`config.mk`:
```
export PLATFORM = sky130hd
export DESIGN_NAME = uartRx
export DESIGN_NICKNAME = d
export VERILOG_FILES = /design/src/source/memMonitorPkg.sv /design/src/source/uartRx.sv
export SDC_FILE = /design/constraint.sdc
export NUM_CORES = 1
export LEC_CHECK = 0
export BUFFER_PORTS_ARGS = -buffer_cell sky130_fd_sc_hd__buf_2
export CORE_MARGIN = 2
export CORE_UTILIZATION = 54
export CTS_CLUSTER_DIAMETER = 80
export DETAILED_ROUTE_END_ITERATION = 16
export GPL_TIMING_DRIVEN = 1
export HOLD_SLACK_MARGIN = 0.12
export PLACE_DENSITY_LB_ADDON = 0.15
export SYNTH_ARGS = -nofsm -noshare
export SYNTH_HDL_FRONTEND = slang
export SYNTH_SLANG_ARGS = --single-unit
```
`constraint.sdc`:
```
create_clock -name clk -period 2.27 [get_ports clk]
set_clock_uncertainty 0.15 [all_clocks]
set_input_delay 0.3405 -clock clk [delete_from_list [all_inputs] [get_ports clk]]
set_output_delay 0.3405 -clock clk [all_outputs]
set_load 0.01 [all_outputs]
```
`src/source/memMonitorPkg.sv`:
```
`default_nettype none

package memMonitorPkg;

    localparam int AddrWidth = 16;
    localparam int DataWidth = 16;
    localparam int AddrCount = 65536;       // Words, also the clear sequence length

    localparam int ClocksPerBit = 16;       // Small for simulation, any value >= 4 works
    localparam int ReadLatency = 2;

    // Serial bit timer shared by both UART directions
    localparam int BitTimerWidth = $clog2(ClocksPerBit);
    localparam logic [BitTimerWidth-1:0] BitTimerMax = BitTimerWidth'(ClocksPerBit - 1);
    localparam logic [BitTimerWidth-1:0] HalfBitMax = BitTimerWidth'(ClocksPerBit / 2 - 1);

    typedef struct packed {
        logic                 write;
        logic [AddrWidth-1:0] addr;
        logic [DataWidth-1:0] writeData;
    } memCmd_t;

    // Lowercase ASCII hex digit for a nibble
    function automatic logic [7:0] hexFromNibble(input logic [3:0] nibble);
        if (nibble < 4'd10) begin
            return 8'h30 + {4'h0, nibble};
        end
        return 8'h57 + {4'h0, nibble};       // "a" minus ten
    endfunction

    // Uppercase letters fall into the digit branch and decode as garbage
    function automatic logic [3:0] nibbleFromHex(input logic [7:0] ch);
        logic [7:0] value;
        if (ch >= 8'h61) begin
            value = ch - 8'h57;
        end else begin
            value = ch - 8'h30;
        end
        return value[3:0];
    endfunction

endpackage

`default_nettype wire
```
`src/source/uartRx.sv`:
```
`default_nettype none
`timescale 1ns/100ps

module uartRx (
    input  wire        clk,
    input  wire        rstN,
    input  wire        rxLine,
    output logic [7:0] rxByte,
    output logic       rxValid
);

    typedef enum logic [1:0] {
        RxIdle,
        RxStart,
        RxData,
        RxStop
    } rxState_t;

    rxState_t state;
    logic [2:0] syncReg;        // Two sync flops plus one for edge detection
    logic [memMonitorPkg::BitTimerWidth-1:0] timer;
    logic [2:0] bitIndex;
    logic [7:0] shiftReg;
    logic lineSync;
    logic startEdge;

    assign lineSync = syncReg[1];
    assign startEdge = syncReg[2] && !syncReg[1];
    assign rxByte = shiftReg;

    always_ff @(posedge clk or negedge rstN) begin
        if (!rstN) begin
            syncReg <= 3'b111;      // Line idles high
            state <= RxIdle;
            timer <= '0;
            bitIndex <= '0;
            rxValid <= 1'b0;
        end else begin
            syncReg <= {syncReg[1:0], rxLine};
            rxValid <= 1'b0;

            case (state)
                RxIdle: begin
                    timer <= '0;
                    if (startEdge) state <= RxStart;
                end
                RxStart: begin
                    if (timer == memMonitorPkg::HalfBitMax) begin
                        // Middle of the start bit, a high line means a glitch
                        timer <= '0;
                        bitIndex <= '0;
                        state <= lineSync ? RxIdle : RxData;
                    end else begin
                        timer <= timer + 1'b1;
                    end
                end
                RxData: begin
                    if (timer == memMonitorPkg::BitTimerMax) begin
                        timer <= '0;
                        bitIndex <= bitIndex + 3'd1;
                        if (bitIndex == 3'd7) state <= RxStop;
                    end else begin
                        timer <= timer + 1'b1;
                    end
                end
                default: begin
                    if (timer == memMonitorPkg::BitTimerMax) begin
                        timer <= '0;
                        rxValid <= lineSync;    // Only a high stop bit completes the byte
                        state <= RxIdle;
                    end else begin
                        timer <= timer + 1'b1;
                    end
                end
            endcase
        end
    end

    // Data bits arrive LSB first
    always_ff @(posedge clk) begin
        if (state == RxData && timer == memMonitorPkg::BitTimerMax) begin
            shiftReg <= {lineSync, shiftReg[7:1]};
        end
    end

endmodule

`default_nettype wire

```
==> flow_summary.toml <==
[grt]
grt_overflow = 0
grt_pass1_vias = 489
grt_max_degree = 15
grt_pass1_wl_mm = 2.214
grt_util_all_layers = 0.1549
antenna_found_initial = 0

[timing]
finalSetupTns_ns = 0
slew_headroom = 0.6552
whs_ns = 0.2138
finalCritPeriodShare = 0.7647
tightestPinTransition_ns = 0.5172
fin_crit_ns = 1.736
rsz0062_at_grt = "false"
fmax_mhz = 576.1
slew_violations = 0
finalHoldViolCount = 0
setup_viol = 0

[synthesis]
synth_nets = 71
netlist_area_um2 = 919.6
synth.most_common_cell = "dfrtp_1"
synth-edff-count = 8
yosysUniqueCellTypes = 27
synthTopCellsByArea = "dfrtp_1, edfxtp_1, dfstp_2"
synth_top_area_share = 0.2721
seq_area_frac_synth = 0.6190
ys_warn_count = 0
synthCells = 65
ys.flop_type = "dfrtp_1"
syn_avg_cell_area_um2 = 14.15
async_reset_ff_frac = 0.6190
synth_area_leader_cell = "dfrtp_1"
synth_common_cells = "dfrtp_1, edfxtp_1, nor2_1"
ys_ff_latch = 21

[placement]
hpwl_um = 873.2
dpl-instance-area_um2 = 945.9
io_buffer_count = 11
globalplace.congestion = 0.7862

[clock_tree]
cts_buffers = 3
clkTransAtPathRegs_ns = 0.12
cts_resized = 0
post_cts_buffers = 0
clkLatencyLatePin_ns = 0.30
clock_path_buffers = 2
cts_tree = "built"
cts.sinks = 21
cts_hold_repair.buffers = 2
cts_root_buf = "clkbuf_4"
htree_levels = 1

[power_and_ir_drop]
total_power_mw = 0.9490
leakage_nw = 0.3951
powerDensity_mw_per_mm2 = 955.3
vdd_ir_drop_max_mv = 0.6014

[detailed_routing]
wl_per_cell_um = 14.35
vias = 552
first_iter_violations = 15
drc_errors = 0
wl_mm = 1.335
ant_nets = 0
vias_per_cell = 5.935
first_pass_iters = 2

[die]
die-area_mm2 = 0.002049
fp.dieH_um = 45.27
io_pins = 12
start_util = 0.5899
core_area_mm2 = 0.001559
die_w_um = 45.27
num_rows = 14

[hold_path]
min_path_cells = 0
hp-class = "register to register"

[critical_path]
start_kind = "register"
reg2reg_depth = 4
critPathMaxFanout = 10
worst_ep_arrival_time_ns = 1.61
crit_path_end_kind = "register"
critPathKind = "register to register"
critical_path_required_ns = 2.15

[layout]
final_nets = 84
fillers = 122
regArea_um2 = 569.3
drive_gt1_frac = 0.3506
num_antenna_cells = 0
fin_area_um2 = 993.5
multiInputGateArea_um2 = 290.3
syn_to_final_growth_pct = 8.027

[outcome]
status = "finished clean"

[flow_run]
drv_cap = 0
[per-stage QoR]
stage	std cells	utilization	worst slack, ns
6_report	93	0.6372	0.5342
5_1_grt	93	0.6372	0.3841
4_1_cts	93	0.6372	0.5333
3_5_place_dp	87	0.6067	0.5490
3_3_place_gp	87	0.6067	0.6038
2_1_floorplan	65	-	0.5096
[layout make-up]
| cell class | count | area share |
|---|---|---|
| clock buffer | 3 | 0.02267 |
| clock inverter | 1 | 0.005038 |
| inverter | 1 | 0.003778 |
| multi-input combinational | 37 | 0.2922 |
| sequential | 21 | 0.5730 |
| tap | 16 | 0.02015 |
| timing repair buffer | 14 | 0.08312 |
[sequential cells by signal (all words and copies together) (netlist names)]
signal,cells
rxByte,8
timer,4
bitIndex,3
syncReg,3
state,2
rxValid,1
[critical path, cell delays in order (launching register included)]
cell	delay (ns)
dfrtp_1	0.40
ha_1	0.40
nand4_1	0.20
nor2_1	0.13
buf_4	0.19
[layout by cell type, fill, tap and decap left out]
cell / instances
a211oi_2: 3
a21oi_1: 2
a221oi_2: 1
a22o_2: 1
a311oi_1: 1
a31oi_1: 1
a41oi_1: 2
a41oi_2: 1
and3_2: 1
and4_4: 1
buf_2: 11
buf_4: 1
clkbuf_4: 3
clkinv_2: 1
dfrtp_1: 10
dfstp_2: 3
dlygate4sd3_1: 2
edfxtp_1: 8
ha_1: 3
inv_1: 1
nand2_1: 3
nand3b_1: 1
nand4_1: 1
nand4bb_1: 1
nor2_1: 6
nor2b_1: 1
nor3_1: 3
nor3b_1: 1
or2b_1: 1
xnor2_1: 2
[logic make-up (layout without fill, tap and decap cells)]
logic type	Yosys count	in the layout	synth area share
flops	21	21	0.6191
compound gates	12	12	0.1320
fa+ha+maj	3	3	0.04082
simple gates	20	20	0.1238
buf+inv	7	19	0.06530
xor+xnor	2	2	0.01905
[path summary, 6_finish.rpt]
check / start / end / slack (ns)
max in group asynchronous: rstN / syncReg[2] / 1.40
min in group asynchronous: rstN / bitIndex[2] / 0.29
min: syncReg[0] / syncReg[1] / 0.21
min reg2reg: syncReg[0] / syncReg[1] / 0.21
max reg2reg: timer[0] / rxByte[5] / 0.53
max: timer[0] / rxByte[5] / 0.53
[routing by layer]
layer | share of wire | GRT usage | up-vias
li1 | - | - | 267
met1 | 0.52 | 0.2298 | 274
met2 | 0.45 | 0.2057 | 9
met3 | 0.022 | 0.03600 | 2
met4 | 0.0090 | 0.08824 | 0
met5 | 0 | 0 | -
[power by group]
group	total (mW)	switching, mW	internal (mW)
sequential	0.570	0.120	0.450
clock	0.176	0.110	0.0656
combinational	0.203	0.0909	0.112
No activity file was read; power rests on OpenSTA's default activity.
