`config.mk`:
```
export PLATFORM = sky130hd
export DESIGN_NAME = uartTx
export DESIGN_NICKNAME = d
export VERILOG_FILES = /design/src/source/memMonitorPkg.sv /design/src/source/uartTx.sv
export SDC_FILE = /design/constraint.sdc
export NUM_CORES = 1
export LEC_CHECK = 0
export ABC_AREA = 1
export BUFFER_PORTS_ARGS = -buffer_cell sky130_fd_sc_hd__buf_2
export CAP_MARGIN = 30
export CELL_PAD_IN_SITES_DETAIL_PLACEMENT = 1
export CELL_PAD_IN_SITES_GLOBAL_PLACEMENT = 1
export CORE_ASPECT_RATIO = 0.7
export CORE_MARGIN = 2
export CORE_UTILIZATION = 37
export DETAILED_ROUTE_END_ITERATION = 16
export PLACE_DENSITY_LB_ADDON = 0.1
export SETUP_SLACK_MARGIN = 0.4
export SLEW_MARGIN = 10
export SYNTH_ARGS = -nofsm -noshare
export SYNTH_HDL_FRONTEND = slang
export SYNTH_SLANG_ARGS = --single-unit
```
`constraint.sdc`:
```
create_clock -name clk -period 1.2 [get_ports clk]
set_input_delay 0.06 -clock clk [delete_from_list [all_inputs] [get_ports clk]]
set_output_delay 0.06 -clock clk [all_outputs]
set_load 0.02 [all_outputs]
```
`src/source/memMonitorPkg.sv`:
```
`default_nettype none

package memMonitorPkg;

    localparam int AddrWidth = 16;
    localparam int DataWidth = 16;
    localparam int AddrCount = 65536;       // Words, also the clear sequence length

    localparam int ClocksPerBit = 16;       // Small for simulation, any value >= 4 works
    localparam int ReadLatency = 2;

    // Serial bit timer shared by both UART directions
    localparam int BitTimerWidth = $clog2(ClocksPerBit);
    localparam logic [BitTimerWidth-1:0] BitTimerMax = BitTimerWidth'(ClocksPerBit - 1);
    localparam logic [BitTimerWidth-1:0] HalfBitMax = BitTimerWidth'(ClocksPerBit / 2 - 1);

    typedef struct packed {
        logic                 write;
        logic [AddrWidth-1:0] addr;
        logic [DataWidth-1:0] writeData;
    } memCmd_t;

    // Lowercase ASCII hex digit for a nibble
    function automatic logic [7:0] hexFromNibble(input logic [3:0] nibble);
        if (nibble < 4'd10) begin
            return 8'h30 + {4'h0, nibble};
        end
        return 8'h57 + {4'h0, nibble};       // "a" minus ten
    endfunction

    // Uppercase letters fall into the digit branch and decode as garbage
    function automatic logic [3:0] nibbleFromHex(input logic [7:0] ch);
        logic [7:0] value;
        if (ch >= 8'h61) begin
            value = ch - 8'h57;
        end else begin
            value = ch - 8'h30;
        end
        return value[3:0];
    endfunction

endpackage

`default_nettype wire
```
`src/source/uartTx.sv`:
```
`default_nettype none
`timescale 1ns/100ps

module uartTx (
    input  wire        clk,
    input  wire        rstN,
    input  wire        txStart,
    input  wire  [7:0] txByte,
    output logic       txLine,
    output logic       txBusy
);

    logic [9:0] frame;          // Stop, data LSB first, start
    logic [3:0] bitsLeft;
    logic [memMonitorPkg::BitTimerWidth-1:0] timer;

    assign txLine = frame[0];

    always_ff @(posedge clk or negedge rstN) begin
        if (!rstN) begin
            frame <= '1;            // Idle high
            bitsLeft <= '0;
            timer <= '0;
            txBusy <= 1'b0;
        end else begin
            if (txStart && !txBusy) begin
                frame <= {1'b1, txByte, 1'b0};
                bitsLeft <= 4'd10;
                timer <= '0;
                txBusy <= 1'b1;
            end else if (txBusy) begin
                if (timer == memMonitorPkg::BitTimerMax) begin
                    timer <= '0;
                    frame <= {1'b1, frame[9:1]};    // Ones fill in behind the frame
                    bitsLeft <= bitsLeft - 4'd1;
                    // Busy ends with the stop bit
                    if (bitsLeft == 4'd1) begin
                        txBusy <= 1'b0;
                    end
                end else begin
                    timer <= timer + 1'b1;
                end
            end
        end
    end

endmodule

`default_nettype wire

```
==> impl_summary.md, run 1 <==
Logic synthesis
Sorting the synthesized cells by area gives the leading types as dfstp_2 26%, dfrtp_1 24%, nand2_1 17%. After synthesis, the share of flip-flops with an asynchronous set or reset is 100%. Yosys printed 0 warnings. The leading register cell type out of synthesis is dfstp_2. The number of different library cells in the post-synthesis netlist is 20.

The number of enable flip-flop cells after synthesis is 0. The sequential element share of the synthesized area is 49.8%. In the synthesized netlist, the number of instances is 103.

The cell type contributing the most total cell area after synthesis is dfstp_2. In this run the biggest area consumer among cell types represents 25.5% of the synthesized area. In this run the mean area of a mapped cell was roughly 9 um2.

The net count after synthesis is 117. The cell area after synthesis is 927 um2. In this run, synthesis produced a sequential element count of 18.

Place
The HPWL after detailed placement is 1700 um. Port buffering added 12 buffers. The congestion estimate from routability-driven global placement came to 0.735. The cell area after placement is 1080 um2.

The post-placement worst setup slack is 0.0169 ns.

STA
The actual slew at the worst max-slew pin is 0.420 ns. Across the routed clock network, the largest skew measured is approximately 0.0019 ns. The final-report max-slew violation count came to 0. After layout, the worst setup slack is -0.00724 ns. The total negative slack is -0.0148 ns. The hold violation total from the final report was 0. Setup repair after global routing could not meet its margin everywhere. The final period utilization is 101%. In this run the tightest slew margin relative to its limit is 72.0%. The maximum clock frequency is 0.828 GHz.

The final number of setup-violating endpoints is 3. The routed design could run at a clock period as short as approximately 1.2 ns.

Cells and area
The number of nets in the layout is 149. The count of antenna diodes in the layout is 0. Of the cells placed in the final design, the portion with a size suffix greater than 1 is 44.0%. The post-route cell area is roughly 1300 um2. Compared with the post-synthesis result, the final layout area differs by 37.0%. The final design utilization is 52.5%.

Setup path
The critical-path cell with the highest stage delay is dfrtp_1. The arrival time at the worst endpoint is 1.44 ns. On the critical path the largest part of the delay comes from flip-flops. The category of the worst setup path capture point is a register. The maximum fanout along the worst path is 7. The total buffers and inverters traversed by the critical path is 1.

The signal on the critical path passes through ha_4 -> nand3_4 -> nor2_4 -> buf_4 -> nand2_1 -> o21ai_2. The class of the most critical setup path is register to register. The type of element launching the critical path is a register.

Data on the critical path is required at its endpoint by roughly 1.4 ns. The peak per-stage delay on the critical path is about 0.43 ns.

Pwr
The combinational share of power is 5.4%. For this design the total switching power over the nets is 217 uW. The power per cell area is 777 nW/um2. The internal power of the cells totals 770 uW. The share of power burned in registers is 62.1%.

The design draws slightly below 1 mW. The part of the total power dissipated in the clock network is 32.5%. The static leakage is about 0.58 nW. The worst-case vdd ir drop is 0.405 mV. Net switching is 22.0% of the power.

Min path
The class of the worst hold path is input pin to register.

Global routing
The first-pass GRT wire length is 4050 um. The initial antenna violation count is 0. Entering global routing, the biggest net connects 19 pins. The aggregate global-route resource usage is roughly a fifth. The via count of the first global-routing pass is between 700 and 800.

After global routing the overflow that remains totals 0.

Routing
Across all layers, the routed design uses 777 vias. The total wire length after detailed routing is approximately 2400 um. The count of antenna-violating nets left after detailed routing is 0. The via-per-instance ratio is 4.63.

In the routed design, unresolved DRC markers number 0. For this run, the detailed router's first-pass iteration total came to 4. The number of DRC markers in iteration 0 is 23. The mean routed wirelength per cell is 14.5 um.

Die
The count of boundary I/O pins is 13. The total die area is around 2900 um2. The core footprint is about 2400 um2. The die extent in y is 45.9 um.

The initial utilization of the core area, before any placement, comes to 38.3%. The width of the die is 63.8 um. The placement row count is 15.

Run status
The checks that failed: setup timing. The flow ran to the end, but the final reports show violations.

Clock network
The register clock-pin slew on the reported worst setup and hold paths is 0.10 ns. The clock latency at the later pin of the worst-skew pair is between 0.2 and 0.3 ns. No sink is reached through more buffers than the 2 on the longest clock path.

TritonCTS built the clock tree. The root cell of the clock tree is clkbuf_4. The clock sink count is 18.

The number of H-tree branching levels is 1. The number of buffers inserted during clock tree synthesis is 3.

Flow run
Across the run, the number of max-cap violations was 0.
[power by group through the flow]
stage	logic [mW]	clock network, mW	registers, mW
after global placement	0.0320	0	0.622
after global routing	0.0599	0.359	0.613
after detailed placement	0.0332	0	0.622
final	0.0537	0.320	0.612
after CTS	0.0528	0.337	0.612
after floorplan	0.00413	0	0.622
[state kept, by name, indices dropped and copies added (netlist names)]
name,flops
frame,9
timer,4
txBusy,1
bitsLeft,4
[per-stage QoR]
step	cells	hold WS [ns]
floorplan	103	-0.236
global placement	153	0.0238
detailed placement	153	0.0225
CTS	167	0.0774
global route	168	0.0897
finish	168	0.0731
[worst reg2reg max path, cell delays in order, from the launching register on]
cell and delay, ns:
dfrtp_1 0.43, ha_4 0.18, nand3_4 0.08, nor2_4 0.19, buf_4 0.15, nand2_1 0.06
o21ai_2 0.05
[path summary, 6_finish.rpt]
path,slack [ns],cells after the start,from,to
worst max register to register,-0.007,6,timer[0],bitsLeft[2]
worst min-delay path,0.07,5,txByte[0],frame[1]
min in group asynchronous,0.22,2,rstN,bitsLeft[3]
worst min register to register,0.47,2,frame[1],frame[0]
max in group asynchronous,0.65,2,rstN,frame[8]
worst max-delay path,-0.007,6,timer[0],bitsLeft[2]
[per-layer routing]
layer  vias to the layer above  track usage [%]  routed length, um  share of wire [%]
met5                         -                0                  0                  0
met4                         0             3.91                 14               0.58
met3                         2             5.45                 65                2.7
met2                         7             32.9               1230                 51
met1                       375             24.5               1120                 46
li1                        393                -                  -                  -
[cells in the final DEF, fill, tap and decap left out, types with 3 or more instances in the layout]
cell type / count
nand3_2: 8
buf_6: 3
nand2_1: 37
buf_4: 7
inv_1: 6
dlygate4sd3_1: 8
buf_2: 10
nand2_4: 4
dfrtp_1: 8
nand2_2: 3
dfstp_2: 9
o21ai_2: 4
nand3_1: 3
clkbuf_4: 3
[cell usage after synthesis (2+ instances only)]
| master | instances |
|---|---|
| inv_1 | 7 |
| nand3_1 | 5 |
| o21ai_0 | 4 |
| o21ai_2 | 2 |
| nand4_1 | 2 |
| nand3_2 | 7 |
| dfstp_2 | 9 |
| nor2_4 | 2 |
| nor2_1 | 2 |
| nand2_1 | 42 |
| inv_2 | 2 |
| ha_1 | 3 |
| dfrtp_1 | 9 |
[repair_timing]
action	CTS	global route
buffers inserted	2	1
hold endpoints to repair	16	0
endpoints found under the setup margin	20	20
pin swaps	7	3
hold buffers	8	0
gates resized for setup	9	7
[final cells by class]
cell class / instances / area (um2)
Clock buffer: 4 / 26.3
Fill cell: 273 / 1150
Inverter: 9 / 36.3
Multi-Input combinational cell: 75 / 485
Sequential cell: 18 / 463
Tap cell: 34 / 42.5
Timing Repair Buffer: 28 / 216
[cell families after synthesis]
group                      count (synthesis)  synth area share, %
adders and majority gates                  3                 4.05
and+or+nand+nor                           62                 33.7
xor gates and xnor gates                   2                 1.89
buffers and inverters                     10                 4.86
DFF                                       18                 49.8
AOI/OAI and AO/OA                          8                 5.67
(Power assumes the default switching activity.)
==> run 2, diff against run 1 <==
Settings changed: CELL_PAD_IN_SITES_DETAIL_PLACEMENT 1 to unset, CELL_PAD_IN_SITES_GLOBAL_PLACEMENT 1 to unset, CORE_UTILIZATION 37 to 49, PLACE_DENSITY set to 0.73, PLACE_DENSITY_LB_ADDON 0.1 to unset.
==> run 2 against run 1 <==
Against the previous run:
- the flow now finishes without violations
- combinational power is 4.1% lower
- utilization rose by 19 points
- clock power rose by 18%
- die area shrank 23%
- count of clock-buffer cells in the layout unchanged
- clock skew is 0.0088 ns higher
- critical path type unchanged
==> impl_summary.md, run 2 (same netlist as run 1, synthesis figures left out) <==
Setup path
For the worst setup path, the data required time is 1.38 ns. The worst setup path is of the register to register kind. The critical-path cell with the highest stage delay is dfrtp_1. On the worst path, the slowest cell contributes a delay of 0.42 ns. Along the worst path, the maximum fanout reaches 5. STA classifies the critical path startpoint as a register. The worst setup path is captured at a register. Traced cell by cell, the critical path runs through ha_4 -> nand3_4 -> nor2_4 -> buf_6 -> a31oi_1.

The arrival time at the worst endpoint is ~1.3 ns.

STA
The final-report max-slew violation count is 0. Of the available clock period, the critical path in the final layout requires 95.4%. The clock period minus final worst setup slack is 1.15 ns. Setup violations remaining at the end of the flow were counted as 0. Setup repair after global routing could not meet its margin everywhere. In this run the tightest slew margin relative to its limit is 74.0%.

Static timing analysis puts the maximum clock frequency at 0.873 GHz. The tightest hold margin is 0.0454 ns. The maximum clock skew at final layout is around 0.011 ns.

The actual slew at the worst max-slew pin is approximately 0.4 ns. The hold violation total from the final report is 0.

Cells and area
Ranked by flip-flop count, first place goes to frame. From synthesis to final layout, the design area changed by 40.5%. Registers take 464 um2.

The flip-flop count of the largest register after layout is 9. In the layout the commonest cells are 33 x nand2_1, 10 x nand3_2, 10 x buf_2. The final layout contains 151 nets.

The multi-input combinational cells in the finished layout cover a total of 500 um2. The most common library cell in the layout ignoring fill and taps is nand2_1. The non-filler instance count after layout is between 150 and 200. In the final layout, the registers with the most flip-flops are frame: 9 flops, bitsLeft: 4 flops, timer: 4 flops. The count of antenna diodes in the layout is 0. The number of filler instances in the final layout is 132.

The share of layout cells above drive strength 1 is 50.7%.

Global routing
The initial antenna violation count came to 0. The aggregate global-route resource usage is 20.0%. The residual overflow from global routing is 0.

The via count of the first global-routing pass is 700. The first-pass GRT wire length is approximately 3200 um. Entering global routing, the biggest net connects 19 pins.

Pwr
Summed over all nets, the switching power comes to 217 uW. The internal power consumption is 826 uW. Per report_power, the clock group accounts for 36.3% of the total. Dividing total power by cell area gives a power density of 801 nW/um2. In this run the static leakage power is 0.594 nW. The share of power burned in registers is 58.7%. Combinational cells account for 4.9% of the total power.

Net switching is between 20% and 30% of the power. The worst-case vdd ir drop is 0.927 mV.

Routing
The first detailed-routing pass ran for 4 iterations. For this block, the routed nets add up to between 2000 and 2500 um of wire. In the final routed layout, each cell accounts on average for 12.8 um. The total DRC errors in the routed layout is 0. The first routing iteration left 14 violations. Using the TritonRoute via totals, the vias-per-cell ratio works out to approximately 4.9. Across all layers, the routed design uses 774 vias.

The count of antenna-violating nets left after detailed routing is 0.

Clock network
The register clock-pin slew on the reported worst setup and hold paths is 0.11 ns. TritonCTS built the clock tree. The root buffer cell chosen for the clock tree is clkbuf_4. The number of buffers inserted during clock tree synthesis is 3. The longest clock path from root to sink contains 2 buffers. The number of H-tree branching levels is 1.

The clock latency at the later pin of the worst-skew pair is 0.30 ns. The clock sink count is 18.

Die
The initial core utilization is 50.9%. The die covers 2260 um2. The count of boundary I/O pins is 13. Measured along the y axis, the die boundary spans 40.4 um.

The die is 56.0 um wide. The region available for standard cell placement spans 1820 um2. The placement row count is 13.

Min path
The class of the worst hold path is input pin to register.

Place
At the end of routability-driven placement, the weighted congestion stood at 0.812. In this run the tool buffered the top-level ports with 12 buffer cells. The HPWL after detailed placement is 1380 um. The number of placed instances with taps included is ~140.

Flow run
The tool flagged a number of max-cap violations equal to 0.

Run status
The run finished with clean final reports.
## run 2: cell count changes in the layout (fill, tap and decap cells not counted), moves of 2 or more
| cell | change |
|---|---|
| nand2_1 | -4 |
| nand2_2 | +5 |
| nand3_1 | -2 |
| nand3_2 | +2 |
## run 2: stage by stage
| stage | area [um2] | utilization, % | TNS [ns] | total power, mW | setup WS (ns) |
|---|---|---|---|---|---|
| after floorplan | 956 | - | 0 | 0.626 | 0.128 |
| after global placement | 1070 | 58.7 | 0 | 0.654 | 0.115 |
| after detailed placement | 1070 | 58.7 | 0 | 0.653 | 0.0383 |
| after CTS | 1240 | 68.2 | 0 | 1.05 | 0.0649 |
| after global routing | 1300 | 71.5 | -0.0145 | 1.08 | -0.00836 |
| final | 1300 | 71.5 | 0 | 1.04 | 0.0546 |
## run 2: power by group through the flow
stage / clock network (mW) / logic [mW] / registers (mW)
final: 0.379 / 0.0515 / 0.612
after global routing: 0.406 / 0.0586 / 0.612
after CTS: 0.385 / 0.0521 / 0.612
after detailed placement: 0 / 0.0313 / 0.622
after global placement: 0 / 0.0317 / 0.622
after floorplan: 0 / 0.00413 / 0.622
## run 2: metal layers
metal  vias to the layer above  share of wire [%]  global-route usage (%)
li1                        393                  -                       -
met1                       368                 44                    24.7
met2                        11                 51                    34.4
met3                         2                4.0                    7.10
met4                         0                1.0                    5.36
met5                         -                  0                       0
## run 2: final cells by class
cell class | instances | share of cell area (%)
Inverter | 9 | 2.98
Tap cell | 22 | 2.11
Timing Repair Buffer | 30 | 18.1
Clock buffer | 4 | 2.79
Sequential cell | 18 | 35.6
Multi-Input combinational cell | 75 | 38.4
## run 2: path summary, 6_finish.rpt
path | start | to | slack, ns | cells after the start
setup / recovery | timer[1] | txBusy | 0.05 | 5
hold / removal | txByte[0] | frame[1] | 0.05 | 5
setup reg to reg | timer[1] | txBusy | 0.05 | 5
hold reg to reg | frame[1] | frame[1] | 0.48 | 2
max in group asynchronous | rstN | frame[0] | 0.68 | 2
min in group asynchronous | rstN | bitsLeft[3] | 0.20 | 2
## run 2: repair_timing
action | in CTS | in global routing
endpoints found under the setup margin | 20 | 20
pin swaps | 5 | 12
hold endpoints to repair | 25 | 0
setup buffers | 3 | 2
hold buffers | 8 | 0
resized for setup | 10 | 14
## run 2: critical path: cells and delay by family, from the launching register on
| family | cells | cell delay, ns |
|---|---|---|
| compound gates | 1 | 0.07 |
| fa+ha+maj | 1 | 0.17 |
| buf+inv | 1 | 0.14 |
| flops | 1 | 0.42 |
| simple gates | 2 | 0.23 |
