--- src/source/memMonitorPkg.sv ---
`default_nettype none

package memMonitorPkg;

    localparam int AddrWidth = 16;
    localparam int DataWidth = 16;
    localparam int AddrCount = 65536;       // Words, also the clear sequence length

    localparam int ClocksPerBit = 16;       // Small for simulation, any value >= 4 works
    localparam int ReadLatency = 2;

    // Serial bit timer shared by both UART directions
    localparam int BitTimerWidth = $clog2(ClocksPerBit);
    localparam logic [BitTimerWidth-1:0] BitTimerMax = BitTimerWidth'(ClocksPerBit - 1);
    localparam logic [BitTimerWidth-1:0] HalfBitMax = BitTimerWidth'(ClocksPerBit / 2 - 1);

    typedef struct packed {
        logic                 write;
        logic [AddrWidth-1:0] addr;
        logic [DataWidth-1:0] writeData;
    } memCmd_t;

    // Lowercase ASCII hex digit for a nibble
    function automatic logic [7:0] hexFromNibble(input logic [3:0] nibble);
        if (nibble < 4'd10) begin
            return 8'h30 + {4'h0, nibble};
        end
        return 8'h57 + {4'h0, nibble};       // "a" minus ten
    endfunction

    // Uppercase letters fall into the digit branch and decode as garbage
    function automatic logic [3:0] nibbleFromHex(input logic [7:0] ch);
        logic [7:0] value;
        if (ch >= 8'h61) begin
            value = ch - 8'h57;
        end else begin
            value = ch - 8'h30;
        end
        return value[3:0];
    endfunction

endpackage

`default_nettype wire
--- src/source/monitorControl.sv ---
`default_nettype none
`timescale 1ns/100ps

module monitorControl (
    input  wire                                 clk,
    input  wire                                 rstN,
    input  wire  [7:0]                          rxByte,
    input  wire                                 rxValid,
    input  wire                                 txBusy,
    input  wire                                 cmdReady,
    input  wire  [memMonitorPkg::DataWidth-1:0] readData,
    input  wire                                 readDataValid,
    output memMonitorPkg::memCmd_t              cmd,
    output logic                                cmdTrigger,
    output logic [7:0]                          txByte,
    output logic                                txStart,
    output logic                                initDone
);

    typedef enum logic [2:0] {
        StWaitLetter,
        StLetter,
        StAddress,
        StIssue,
        StWaitMem,
        StReadOut,
        StNewline
    } stage_t;

    stage_t stage;

    logic [31:0] outData;       // Left aligned, top byte goes out first
    logic [2:0]  outCount;
    logic [31:0] inData;        // Newest character in the low byte
    logic [2:0]  inCount;
    logic        inSuppress;    // Set while taking the command letter

    logic [memMonitorPkg::DataWidth-1:0] readWord;
    logic        readWordValid;
    logic        accepted;
    logic        isWrite;

    assign accepted = cmdTrigger && cmdReady;
    assign isWrite = (inData[7:0] == "w");

    // Four typed characters to one 16-bit word
    function automatic logic [15:0] wordFromHex(input logic [31:0] chars);
        return {memMonitorPkg::nibbleFromHex(chars[31:24]),
                memMonitorPkg::nibbleFromHex(chars[23:16]),
                memMonitorPkg::nibbleFromHex(chars[15:8]),
                memMonitorPkg::nibbleFromHex(chars[7:0])};
    endfunction

    function automatic logic [31:0] hexFromWord(input logic [15:0] word);
        return {memMonitorPkg::hexFromNibble(word[15:12]),
                memMonitorPkg::hexFromNibble(word[11:8]),
                memMonitorPkg::hexFromNibble(word[7:4]),
                memMonitorPkg::hexFromNibble(word[3:0])};
    endfunction

    always_ff @(posedge clk or negedge rstN) begin
        if (!rstN) begin
            stage <= StWaitLetter;
            cmd <= '0;
            cmdTrigger <= 1'b0;
            txByte <= '0;
            txStart <= 1'b0;
            initDone <= 1'b0;
            outData <= '0;
            outCount <= '0;
            inData <= '0;
            inCount <= '0;
            inSuppress <= 1'b0;
            readWord <= '0;
            readWordValid <= 1'b0;
        end else begin
            txStart <= 1'b0;
            if (accepted) cmdTrigger <= 1'b0;     // Reloaded below if another command follows

            if (!initDone) begin
                // Clear phase, every word gets its own address
                if (!cmdTrigger) begin
                    cmdTrigger <= 1'b1;
                    cmd.write <= 1'b1;
                    cmd.addr <= '0;
                    cmd.writeData <= '0;
                end else if (accepted) begin
                    if (cmd.addr == memMonitorPkg::AddrWidth'(memMonitorPkg::AddrCount - 1)) begin
                        initDone <= 1'b1;
                    end else begin
                        cmdTrigger <= 1'b1;
                        cmd.addr <= cmd.addr + 1'b1;
                        cmd.writeData <= cmd.addr + 1'b1;
                    end
                end
            end else begin
                if (readDataValid) begin
                    readWord <= readData;
                    readWordValid <= 1'b1;
                end

                // Nothing moves while a byte is on the wire
                if (!txStart && !txBusy) begin
                    if (outCount != 3'd0) begin
                        txByte <= outData[31:24];
                        txStart <= 1'b1;
                        outData <= {outData[23:0], 8'h00};
                        outCount <= outCount - 3'd1;
                    end else if (inCount != 3'd0) begin
                        if (rxValid) begin
                            inData <= {inData[23:0], rxByte};
                            inCount <= inCount - 3'd1;
                            if (!inSuppress) begin
                                txByte <= rxByte;       // Echo
                                txStart <= 1'b1;
                            end
                        end
                    end else begin
                        inSuppress <= 1'b0;
                        case (stage)
                            StWaitLetter: begin
                                inCount <= 3'd1;
                                inSuppress <= 1'b1;
                                stage <= StLetter;
                            end
                            StLetter: begin
                                // Anything but "w" is a read
                                cmd.write <= isWrite;
                                outData <= {(isWrite ? "w" : "r"), 24'h0};
                                outCount <= 3'd1;
                                inCount <= 3'd4;
                                stage <= StAddress;
                            end
                            StAddress: begin
                                outData <= {"=", 24'h0};
                                outCount <= 3'd1;
                                cmd.addr <= wordFromHex(inData);
                                if (cmd.write) inCount <= 3'd4;
                                stage <= StIssue;
                            end
                            StIssue: begin
                                if (cmd.write) begin
                                    cmd.writeData <= wordFromHex(inData);
                                end
                                cmdTrigger <= 1'b1;
                                readWordValid <= 1'b0;
                                stage <= StWaitMem;
                            end
                            StWaitMem: begin
                                // Hold until accepted, and for a read until the data is back
                                if (!cmdTrigger && (cmd.write || readWordValid)) begin
                                    stage <= StReadOut;
                                end
                            end
                            StReadOut: begin
                                if (!cmd.write) begin
                                    outData <= hexFromWord(readWord);
                                    outCount <= 3'd4;
                                end
                                stage <= StNewline;
                            end
                            default: begin
                                outData <= {8'h0d, 8'h0a, 16'h0};     // CR LF
                                outCount <= 3'd2;
                                stage <= StWaitLetter;
                            end
                        endcase
                    end
                end
            end
        end
    end

endmodule

`default_nettype wire

--- config.mk ---
export PLATFORM = sky130hd
export DESIGN_NAME = monitorControl
export DESIGN_NICKNAME = d
export VERILOG_FILES = /design/src/source/memMonitorPkg.sv /design/src/source/monitorControl.sv
export SDC_FILE = /design/constraint.sdc
export NUM_CORES = 1
export LEC_CHECK = 0
export ABC_AREA = 1
export BUFFER_PORTS_ARGS = -buffer_cell sky130_fd_sc_hd__buf_2
export CELL_PAD_IN_SITES_DETAIL_PLACEMENT = 0
export CELL_PAD_IN_SITES_GLOBAL_PLACEMENT = 1
export CORE_MARGIN = 4
export CORE_UTILIZATION = 30
export DETAILED_ROUTE_END_ITERATION = 10
export PLACE_DENSITY = 0.66
export SKIP_LAST_GASP = 1
export SYNTH_ARGS = -nofsm -noshare
export SYNTH_HDL_FRONTEND = slang
export SYNTH_SLANG_ARGS = --single-unit
--- constraint.sdc ---
create_clock -name clk -period 2.2 [get_ports clk]
set_input_delay 0.11 -clock clk [delete_from_list [all_inputs] [get_ports clk]]
set_output_delay 0.11 -clock clk [all_outputs]
set_load 0.01 [all_outputs]
==> metrics.txt, run 1 <==
status=finished clean; Syn Inst Count=around 910; final net count=between 1k and 1.5k; Rows=55; Post-synth EDFFs=0; Power Density=1130 nW/µm²; port bufs=73; Vias=5,961; vias in the first global route=5,911; Fmax=507.7 MHz; final hold violation count=0; Area Overhead vs Synth=22.50%; crit path time final=1.970 ns; GRT met3 Usage=2.797%; DPL Wire Length=13,370 µm; largest net degree at the start of global routing=68; most common cell after layout, fill and taps aside=nand2_1; Setup Fix Bufs, Post-CTS=0; flop-to-flop setup slack=0.23 ns; grt peak-use layer=met2; GRT Total Usage=14.64%; via/cell ratio=~4.5; M2 GR Usage=between 20% and 30%; Seq/Total Area, Yosys=a little under half; cell leakage power=4.457 nW; crit share post-route=89.53%; clock latency at the later pin of the worst-skew pair=approximately 0.42 ns; Hold/Removal Path Class=input pin to flop; Syn Nets=956; Clock power frac=30.1%; sequential fraction of design power=36.0%; RSZ-0062 raised after global routing=no; CP Max Fanout=between 40 and 50; H-tree level count=4; CTS tree=done; Max Cap Viol=0; initial antenna violation count=0; Die W=around 160 µm; layout cells sized above 1=between 10% and 20%; CTS hold repair buffers=25; overall power=9.702 mW; fillers=2,462; slew of the pin with the lowest slew margin=0.5397 ns; CP Launch Type=flop; deepest clock path buffer count=2; CTS clk-pin slew, worst paths=0.06 ns; Mean Syn Cell Area=7.731 µm²; Unique masters post-synth=37; Worst Setup End Kind=flop; Net Switching=3.720 mW; drt total wl=between 15,000 and 20,000 µm; Routed WL per cell=13.65 µm; Worst EP required=2.50 ns; GR Util met1=approximately 18%; worst path arrival time=2.27 ns; Synth warnings=0; Die H=about 160 µm; worst vdd ir=539.6 µV; starting density of the core=a little over 30%; total gr overflow=0; total CTS buffers=17; asr flop ratio synth=100.0%; root buf cell=clkbuf_16; number of inserted diodes=0; final setup TNS=0 ns; first-pass GRT wire length=30,710 µm; total die area=about 26,000 µm²; 1st-pass router iterations=4; Main synth FF type=dfrtp_1; synthesis-stage register bit count=131; Crit Path Class=flop to flop; Pint=5.982 mW; most frequent cells in the layout=nand2_1 (357), dfrtp_1 (131), o21ai_0 (75); combinational share of power=around a third; Ports=74; Final ANT Viol Nets=0; Final setup viols=0; clk sinks=131; final max-slew violation count=0; skew final=around 0.0094 ns; post-CTS sizing=0; core box area=22,850 µm²; Syn Std Cell Area=between 7000 and 8000 µm²; GPL Wtd Cong=0.8174; Initial DRC Count=around 270; post-detailed-route DRC marker count=0; Slew headroom=63.78%; switching share of power=38.34%
## layout make-up
type / instances / area [µm²] / share of cell area, %
tap: 313 / 391.6 / 4.559
sequential: 131 / 3278 / 38.16
clock inverter: 12 / 156.4 / 1.821
timing repair buffer: 114 / 754.5 / 8.784
inverter: 80 / 302.8 / 3.525
clock buffer: 19 / 442.9 / 5.157
multi-input combinational: 668 / 3263 / 37.99
## power groups by stage
stage	sequential, mW	clock (mW)	combinational, mW
after CTS	3.51	3.00	3.39
after global placement	3.55	0	3.32
after floorplan	3.46	0	2.31
final	3.49	2.92	3.29
after detailed placement	3.55	0	3.34
after global routing	3.59	3.10	3.83
## worst paths after layout
| kind | startpoint | to | cells after the start |
|---|---|---|---|
| worst max-delay path | outCount[0]$_DFFE_PN0P_ | inData[29]$_DFFE_PN0P_ | 9 |
| worst min register to register | cmd[1]$_DFFE_PN0P_ | cmd[1]$_DFFE_PN0P_ | 2 |
| worst max register to register | outCount[0]$_DFFE_PN0P_ | inData[29]$_DFFE_PN0P_ | 9 |
| max in group asynchronous | rstN | readWord[2]$_DFFE_PN0P_ | 3 |
| min in group asynchronous | rstN | txByte[7]$_DFFE_PN0P_ | 2 |
| worst min-delay path | readDataValid | readWord[15]$_DFFE_PN0P_ | 4 |
## flip-flops by register name, summed over array words and instances, names as in the netlist
name           flops
cmd               33
inData            32
outData           28
readWord          16
txByte             8
inCount            3
outCount           3
stage              3
cmdTrigger         1
inSuppress         1
initDone           1
readWordValid      1
txStart            1
## cell families after synthesis
| family | synth area share (%) |
|---|---|
| compound gates | 9.832 |
| flops | 46.75 |
| buf+inv | 6.709 |
| mux | 2.570 |
| fa+ha+maj | 3.390 |
| simple gates | 29.50 |
| xor+xnor | 1.249 |
## worst max-delay path, cell delays in order (launching register included)
cell	delay (ns)
dfrtp_1	0.34
inv_1	0.06
ha_1	0.22
nand2_4	0.18
inv_2	0.05
nand2_1	0.05
nor2_1	0.05
nand2_1	0.07
buf_4	0.42
mux2_2	0.39
## cell usage after synthesis (4+ instances only)
library cell | number | area share [%]
nand2_4 | 5 | 0.80
ha_1 | 19 | 3.4
dfrtp_1 | 131 | 47
a21oi_1 | 22 | 1.6
inv_1 | 72 | 3.9
o21ai_1 | 4 | 0.29
nand4_1 | 7 | 0.62
nor2_4 | 4 | 0.64
o31ai_1 | 4 | 0.43
nor2_1 | 52 | 2.8
o211ai_1 | 4 | 0.43
nand2_1 | 357 | 19
xor2_1 | 10 | 1.2
buf_2 | 11 | 0.79
clkbuf_1 | 8 | 0.43
o21ai_0 | 75 | 5.4
a31oi_1 | 9 | 0.80
nand3_1 | 59 | 4.2
buf_6 | 5 | 0.80
inv_2 | 7 | 0.37
mux2_2 | 16 | 2.6
## routing by layer
metal / routed length, µm / vias up / share of wire [%]
met3: 502 / 21 / 2.8
met5: 0 / - / 0
met4: 345 / 0 / 1.9
li1: - / 3120 / -
met1: 8190 / 2739 / 45
met2: 9211 / 81 / 50
## per-stage QoR
step           hold WS [ns]  setup WS, ns  instances  util, %  instance area, µm²
2_1_floorplan       -0.1856        0.5218        907        -                7012
3_3_place_gp        0.03351        0.2697       1281    33.88                7740
3_5_place_dp        0.03117        0.2385       1281    33.88                7740
4_1_cts             0.01233        0.2271       1337    37.60                8589
5_1_grt             0.03663       0.06745       1337    37.60                8589
6_report            0.02756        0.2304       1337    37.60                8589
(Power assumes the default switching activity.)
==> inputs of run 2 (changes only) <==
ABC_AREA = 0   (was 1)
PLACE_DENSITY = 0.64   (was 0.66)
SETUP_SLACK_MARGIN = 0.05   (was unset)
==> run 2 against run 1 <==
Effect of this change:
- non-clock buffer count grew 26
- critical path type unchanged
- combinational power shrank 4%
- design area fell by 0.99%
- largest power group unchanged
- flip-flop and latch count stayed put
- synthesized area decreased by 5.6%
- maximum frequency decreased by 4.4%
- clock power is 5% lower
- critical path depth increased by 1
- critical endpoint is now cmd[13]$_DFFE_PN0P_
- die area shrank 5.3%
- synthesized cell count decreased by 25%
==> metrics.txt, run 2 <==
worst path arrival time=2.41 ns (was 2.27 ns); number of inserted diodes=0 (unchanged); Main synth FF type=dfrtp_1 (unchanged); crit path time final=2.060 ns (was 1.970 ns); vias in the first global route=5,181 (was 5,911); fin area=8504 µm² (was 8589 µm²); combinational share of power=33.4% (was 33.9%); final setup TNS=0 ns (unchanged); flop-to-flop setup slack=0.14 ns (was 0.23 ns); Largest register FFs=33 (unchanged); status=finished clean (unchanged); CP startpoint=outCount[0]$_DFFE_PN0P_ (unchanged); GPL Wtd Cong=0.8082 (was 0.8174); initial antenna violation count=0 (unchanged); largest net degree at the start of global routing=60 (was 68); most common cell in the netlist=dfrtp_1 (was nand2_1); Vias=5,226 (was 5,961); Final ANT Viol Nets=0 (unchanged); WHS Endpoint=outCount[2]$_DFFE_PN0P_ (was readWord[15]$_DFFE_PN0P_); WHS=0.2113 ns (was 0.02756 ns); DPL Wire Length=11,560 µm (was 13,370 µm); H-tree level count=4 (unchanged); post-detailed-route DRC marker count=0 (unchanged); final setup margin=0.1400 ns (was 0.2304 ns); Reg2Reg Launch Point=outCount[0]$_DFFE_PN0P_ (unchanged); most frequent cells in the layout=dfrtp_1 (130), nand2_1 (75), buf_2 (73) (was nand2_1 (357), dfrtp_1 (131), o21ai_0 (75)); Clock power frac=29.4% (was 30.1%); port bufs=73 (unchanged); deepest clock path buffer count=2 (unchanged); core box area=21,760 µm² (was 22,850 µm²); Pint=6.080 mW (was 5.982 mW); largest family of logic cells by synthesized area=compound AO/OA/AOI/OAI gates (was simple AND/OR/NAND/NOR gates); most common cell after layout, fill and taps aside=dfrtp_1 (was nand2_1); crit share post-route=93.63% (was 89.53%); 1st-pass router iterations=4 (unchanged); Net Switching=3.383 mW (was 3.720 mW); switching share of power=35.75% (was 38.34%); total CTS buffers=17 (unchanged); post-synth top area cell=dfrtp_1 (unchanged); Synth warnings=0 (unchanged); Ports=74 (unchanged); CTS tree=done (unchanged); layout cells sized above 1=24.88% (was 15.92%); top-area cell type share of the netlist area=49.51% (was 46.75%); total die area=24,510 µm² (was 25,880 µm²); total gr overflow=0 (unchanged); Slowest-stage cell, CP=dfrtp_1 (was buf_4); overall power=9.463 mW (was 9.702 mW); Worst Setup End Kind=flop (unchanged); Power Density=1113 nW/µm² (was 1130 nW/µm²); RSZ-0062 raised after global routing=yes (was no); hold path start=txBusy (was readDataValid); worst slack at placement=0.09596 ns (was 0.2385 ns); clock latency at the later pin of the worst-skew pair=0.42 ns (about the same); starting density of the core=30.43% (was 30.69%); Syn Nets=731 (was 956); FF-to-FF path depth=10 (was 9); Reg area=3279 µm² (was 3278 µm²); R2R Path End=cmd[13]$_DFFE_PN0P_ (was inData[29]$_DFFE_PN0P_); Crit Path Class=flop to flop (unchanged); via/cell ratio=4.751 (was 4.458); Syn Inst Count=682 (was 907); worst vdd ir=573.7 µV (was 539.6 µV); multiplexer share of the synthesized area=9.014% (was 2.570%); sequential fraction of design power=37.2% (was 36.0%); Die H=156.6 µm (was 160.9 µm); CP Launch Type=flop (unchanged); Fmax=485.4 MHz (was 507.7 MHz); Max Cap Viol=0 (unchanged); slew of the pin with the lowest slew margin=0.6327 ns (was 0.5397 ns); CP peak stage delay=0.38 ns (was 0.42 ns); final hold violation count=0 (unchanged); Initial DRC Count=217 (was 266); Post-synth EDFFs=0 (unchanged); post-synthesis compound-gate area fraction=15.87% (was 9.832%); cell leakage power=3.817 nW (was 4.457 nW); Non-Filler Instances=1,100 (was 1,337); Rows=54 (was 55); Hold/Removal Path Class=input pin to flop (unchanged); drt total wl=16,680 µm (was 18,250 µm); CTS clk-pin slew, worst paths=0.07 ns (was 0.06 ns); CP Max Fanout=8 (was 48); Area Overhead vs Synth=28.44% (was 22.50%); first-pass GRT wire length=27,240 µm (was 30,710 µm); root buf cell=clkbuf_16 (unchanged); asr flop ratio synth=100.0% (unchanged); Final setup viols=0 (unchanged); simple-gate share of the synthesized area=13.68% (was 29.50%); hold depth=5 (was 4); dpl cell area=7485 µm² (was 7740 µm²); final max-slew violation count=0 (unchanged); top flop regs=cmd: 33 flops, inData: 32 flops, outData: 28 flops (unchanged); skew final=0.01144 ns (was 0.009425 ns); Synth top cells by count=dfrtp_1 (131), nand2_1 (75), a21oi_1 (62), nor2_1 (60), mux2_2 (45) (was nand2_1 (357), dfrtp_1 (131), o21ai_0 (75), inv_1 (72), nand3_1 (59)); area occupied by multi-input gates=3119 µm² (was 3263 µm²); Die W=156.6 µm (was 160.9 µm); Worst EP required=2.55 ns (was 2.50 ns); fillers=2,209 (was 2,462); GRT Total Usage=13.95% (was 14.64%); clk sinks=131 (unchanged); Largest Register=cmd (unchanged); Final Util=39.09% (was 37.60%); Mean Syn Cell Area=9.709 µm² (was 7.731 µm²); largest cells by area after synthesis=dfrtp_1 (50%), mux2_2 (7.7%), a21oi_1 (4.7%) (was dfrtp_1 (47%), nand2_1 (19%), o21ai_0 (5.4%)); Placed Cells=1,028 (was 1,281); Synth Area in XOR/XNOR=4.365% (was 1.249%); Syn Std Cell Area=6621 µm² (was 7012 µm²); Slew headroom=57.71% (was 63.78%); synthesis-stage register bit count=131 (unchanged); Seq/Total Area, Yosys=49.51% (was 46.75%); post-synthesis adder-cell area fraction=3.590% (was 3.390%); Routed WL per cell=15.16 µm (was 13.65 µm); CP Cell Sequence=inv_1 -> ha_2 -> nor2b_2 -> buf_6 -> nand4_1 -> o21ai_2 -> a21boi_4 -> clkbuf_16 -> nor2_1 -> a21oi_1 (was inv_1 -> ha_1 -> nand2_4 -> inv_2 -> nand2_1 -> nor2_1 -> nand2_1 -> buf_4 -> mux2_2); final net count=856 (was 1,061); Unique masters post-synth=48 (was 37)
==> run 2: changes by cell type in the layout (fill, tap and decap cells not counted), sizes merged, moves of 9 or more <==
cell | previous run | this run
buf | 89 | 110
inv | 82 | 34
nand2 | 363 | 75
xnor2 | 0 | 27
o21ai | 80 | 65
mux2 | 16 | 45
a21oi | 23 | 62
mux2i | 0 | 9
nand3 | 59 | 18
a22oi | 0 | 14
==> run 2: cell type report <==
cell class | instances | share of cell area, %
clock buffers | 19 | 5.326
clock inverters | 13 | 1.486
inverters | 31 | 1.368
multi-input cells | 486 | 36.68
flip-flops and latches | 131 | 38.56
well taps | 280 | 4.119
repair buffers | 140 | 12.46
==> run 2: per-layer routing <==
metal  routed length (µm)  global-route usage [%]  vias up  part of all wire, %
met2                 8406                   23.71       78                   50
met1                 7603                   18.07     2496                   46
met5                    0                       0        -                    0
met3                  498                   2.876       15                  3.0
li1                     -                       -     2637                    -
met4                  172                   3.884        0                  1.0
==> run 2: worst max-delay path by stage <==
| stage | endpoint | cells after the start |
|---|---|---|
| after floorplan | inData[21]$_DFFE_PN0P_ | 9 |
| after global placement | outData[14]$_DFFE_PN0P_ | 5 |
| after detailed placement | outData[14]$_DFFE_PN0P_ | 5 |
| after CTS | outData[14]$_DFFE_PN0P_ | 5 |
| after global routing | cmd[11]$_DFFE_PN0P_ | 10 |
| final | cmd[13]$_DFFE_PN0P_ | 10 |
==> run 2: cell families after synthesis <==
logic type	count (synthesis)
AND/OR/NAND/NOR	200
adder cells (fa/ha/maj)	19
XOR/XNOR	33
flip-flops	131
buffers and inverters	65
multiplexers	54
AO/OA/AOI/OAI	180
==> run 2: worst max-delay path, delay by kind of cell, from the launching register on <==
family	cells	cell delay (ns)
simple gates	3	0.32
flops	1	0.38
compound gates	3	0.66
fa+ha+maj	1	0.19
buf+inv	3	0.43
==> run 2: timing repair <==
action	CTS	global route
endpoints found under the hold margin	84	0
setup endpoints to repair	0	36
hold buffers	28	0
buffers inserted	0	9
resized for setup	0	9
==> run 2: power by group through the flow <==
stage / logic [mW] / clock network (mW) / registers, mW
after floorplan: 1.86 / 0 / 3.57
after global placement: 2.96 / 0 / 3.56
after detailed placement: 2.99 / 0 / 3.57
after CTS: 3.04 / 2.86 / 3.53
after global routing: 3.58 / 2.97 / 3.62
final: 3.16 / 2.78 / 3.52
==> inputs of run 3 (changes only) <==
MAX_ROUTING_LAYER = met4   (was unset)
==> run 3 against run 2 <==
Effect of this change:
- utilization hardly changed
- die area stayed put
- setup slack worse by 0.00055 ns
- clock-buffer cell count stayed put
- global-route usage is 0.45 points higher
- register-to-register slack hardly changed
- clock power hardly changed
- clock skew hardly changed
- worst hold slack worse by 0.00054 ns
- non-clock buffer count stayed put
- maximum frequency hardly changed
- wire length is 0.19% lower
- critical path type unchanged
- largest power group unchanged
==> metrics.txt, run 3 (synthesized netlist as in run 2, its figures left out) <==
status=finished clean (unchanged); largest net degree at the start of global routing=60 (unchanged); number of inserted diodes=0 (unchanged); via/cell ratio=4.747 (was 4.751); Reg2Reg Launch Point=outCount[0]$_DFFE_PN0P_ (unchanged); final max-slew violation count=0 (unchanged); CTS clk-pin slew, worst paths=0.07 ns (about the same); fillers=2,209 (unchanged); Largest register FFs=33 (unchanged); RSZ-0062 raised after global routing=yes (unchanged); crit share post-route=93.66% (was 93.63%); slew of the pin with the lowest slew margin=0.6358 ns (was 0.6327 ns); GPL Wtd Cong=0.8200 (was 0.8082); flop-to-flop setup slack=0.14 ns (about the same); Area Overhead vs Synth=28.59% (was 28.44%); top flop regs=cmd: 33 flops, inData: 32 flops, outData: 28 flops (unchanged); 1st-pass router iterations=4 (unchanged); Slowest-stage cell, CP=dfrtp_1 (unchanged); Slew headroom=57.51% (was 57.71%); worst vdd ir=573.5 µV (was 573.7 µV); CP Max Fanout=8 (unchanged); hold path start=txBusy (unchanged); Hold/Removal Path Class=input pin to flop (unchanged); fin area=8514 µm² (was 8504 µm²); layout cells sized above 1=25.12% (was 24.88%); Vias=5,222 (was 5,226); Worst EP required=2.55 ns (about the same); Initial DRC Count=224 (was 217); post-detailed-route DRC marker count=0 (unchanged); vias in the first global route=5,189 (was 5,181); CP delay by family, top=compound AO/OA/AOI/OAI gates (unchanged); total die area=24,510 µm² (unchanged); most frequent cells in the layout=dfrtp_1 (130), nand2_1 (75), buf_2 (73) (unchanged); Rows=54 (unchanged); worst path arrival time=2.41 ns (about the same); Clock power frac=29.4% (about the same); core box area=21,760 µm² (unchanged); clk sinks=131 (unchanged); crit path time final=2.061 ns (was 2.060 ns); R2R Path End=cmd[13]$_DFFE_PN0P_ (unchanged); Die H=156.6 µm (unchanged); hold depth=5 (unchanged); final net count=856 (unchanged); clock latency at the later pin of the worst-skew pair=0.42 ns (about the same); Crit Path Class=flop to flop (unchanged); Die W=156.6 µm (unchanged); H-tree level count=4 (unchanged); cell leakage power=3.820 nW (was 3.817 nW); Pint=6.081 mW (was 6.080 mW); CP Cell Sequence=inv_1 -> ha_2 -> nor2b_2 -> buf_6 -> nand4_1 -> o21ai_2 -> a21boi_4 -> clkbuf_16 -> nor2_1 -> a21oi_1 (unchanged); combinational share of power=33.5% (was 33.4%); root buf cell=clkbuf_16 (unchanged); CP Launch Type=flop (unchanged); Max Cap Viol=0 (unchanged); Fmax=485.3 MHz (was 485.4 MHz); Final ANT Viol Nets=0 (unchanged); final setup TNS=0 ns (unchanged); CTS tree=done (unchanged); Largest Register=cmd (unchanged); port bufs=73 (unchanged); sequential fraction of design power=37.2% (about the same); Final setup viols=0 (unchanged); Buf+Inv Stages, Crit Path=3 (unchanged); starting density of the core=30.43% (unchanged); Ports=74 (unchanged); Power Density=1113 nW/µm² (about the same); deepest clock path buffer count=2 (unchanged); drt total wl=16,650 µm (was 16,680 µm); initial antenna violation count=0 (unchanged); skew final=0.01166 ns (was 0.01144 ns); most common cell after layout, fill and taps aside=dfrtp_1 (unchanged); switching share of power=35.81% (was 35.75%); dpl cell area=7485 µm² (unchanged); GRT Total Usage=14.39% (was 13.95%); Net Switching=3.393 mW (was 3.383 mW); first-pass GRT wire length=27,280 µm (was 27,240 µm); CP peak stage delay=0.38 ns (about the same); DPL Wire Length=11,560 µm (unchanged); total CTS buffers=17 (unchanged); WHS Endpoint=outCount[2]$_DFFE_PN0P_ (unchanged); final hold violation count=0 (unchanged); Routed WL per cell=15.14 µm (was 15.16 µm); Worst Setup End Kind=flop (unchanged); FF-to-FF path depth=10 (unchanged); total gr overflow=0 (unchanged)
run 3: cell counts in the layout (fill, tap and decap cells not counted):
Identical to the previous run, type by type.
run 3: what timing repair did:
action / 4_1_cts / 5_1_grt
hold buffers: 28 / 0
buffers inserted: 0 / 9
endpoints found under the hold margin: 84 / 0
endpoints found under the setup margin: 0 / 37
gates resized for setup: 0 / 11
run 3: through the flow:
step | setup WS, ns | utilization, % | power, mW | hold slack (ns) | std cells
floorplan | 0.1367 | - | 5.434 | -0.1856 | 682
CTS | 0.08503 | 38.35 | 9.423 | 0.2287 | 1088
global route | 0.02743 | 39.14 | 10.18 | 0.2496 | 1100
finish | 0.1395 | 39.14 | 9.474 | 0.2108 | 1100
detailed placement | 0.09596 | 34.40 | 6.559 | 0.1461 | 1028
global placement | 0.1118 | 34.40 | 6.525 | 0.1370 | 1028
run 3: how the worst max path moves through the flow:
stage | startpoint | to | depth (start not counted)
5_1_grt | outCount[0]$_DFFE_PN0P_ | cmd[11]$_DFFE_PN0P_ | 10
4_1_cts | inCount[1]$_DFFE_PN0P_ | outData[14]$_DFFE_PN0P_ | 5
3_3_place_gp | inCount[1]$_DFFE_PN0P_ | outData[14]$_DFFE_PN0P_ | 5
2_1_floorplan | outCount[0]$_DFFE_PN0P_ | inData[21]$_DFFE_PN0P_ | 9
6_report | outCount[0]$_DFFE_PN0P_ | cmd[13]$_DFFE_PN0P_ | 10
3_5_place_dp | inCount[1]$_DFFE_PN0P_ | outData[14]$_DFFE_PN0P_ | 5
run 3: worst register-to-register path: stages, from the launching register on:
cell and delay (ns):
dfrtp_1 0.38, inv_1 0.09, ha_2 0.19, nor2b_2 0.15
buf_6 0.12, nand4_1 0.13, o21ai_2 0.19, a21boi_4 0.36
clkbuf_16 0.23, nor2_1 0.04, a21oi_1 0.11
run 3: final cells by class:
class                   count  area (µm²)  area share (%)
repair buffers            140        1060           12.45
flip-flops and latches    131        3279           38.52
clock inverters            13       126.4           1.484
multi-input cells         486        3129           36.75
clock buffers              19       452.9           5.320
well taps                 280       350.3           4.115
inverters                  31       116.4           1.367
run 3: power by group through the flow:
stage / Combinational (mW) / Clock, mW / Sequential, mW
after CTS: 3.04 / 2.86 / 3.53
after global placement: 2.96 / 0 / 3.56
after floorplan: 1.86 / 0 / 3.57
final: 3.17 / 2.78 / 3.52
after global routing: 3.58 / 2.97 / 3.62
after detailed placement: 2.99 / 0 / 3.57
run 3: layer usage:
layer | track usage (%) | wire [µm]
met1 | 18.11 | 7551
met2 | 23.69 | 8403
met3 | 3.125 | 507
met4 | 3.636 | 187
met5 | - | 0
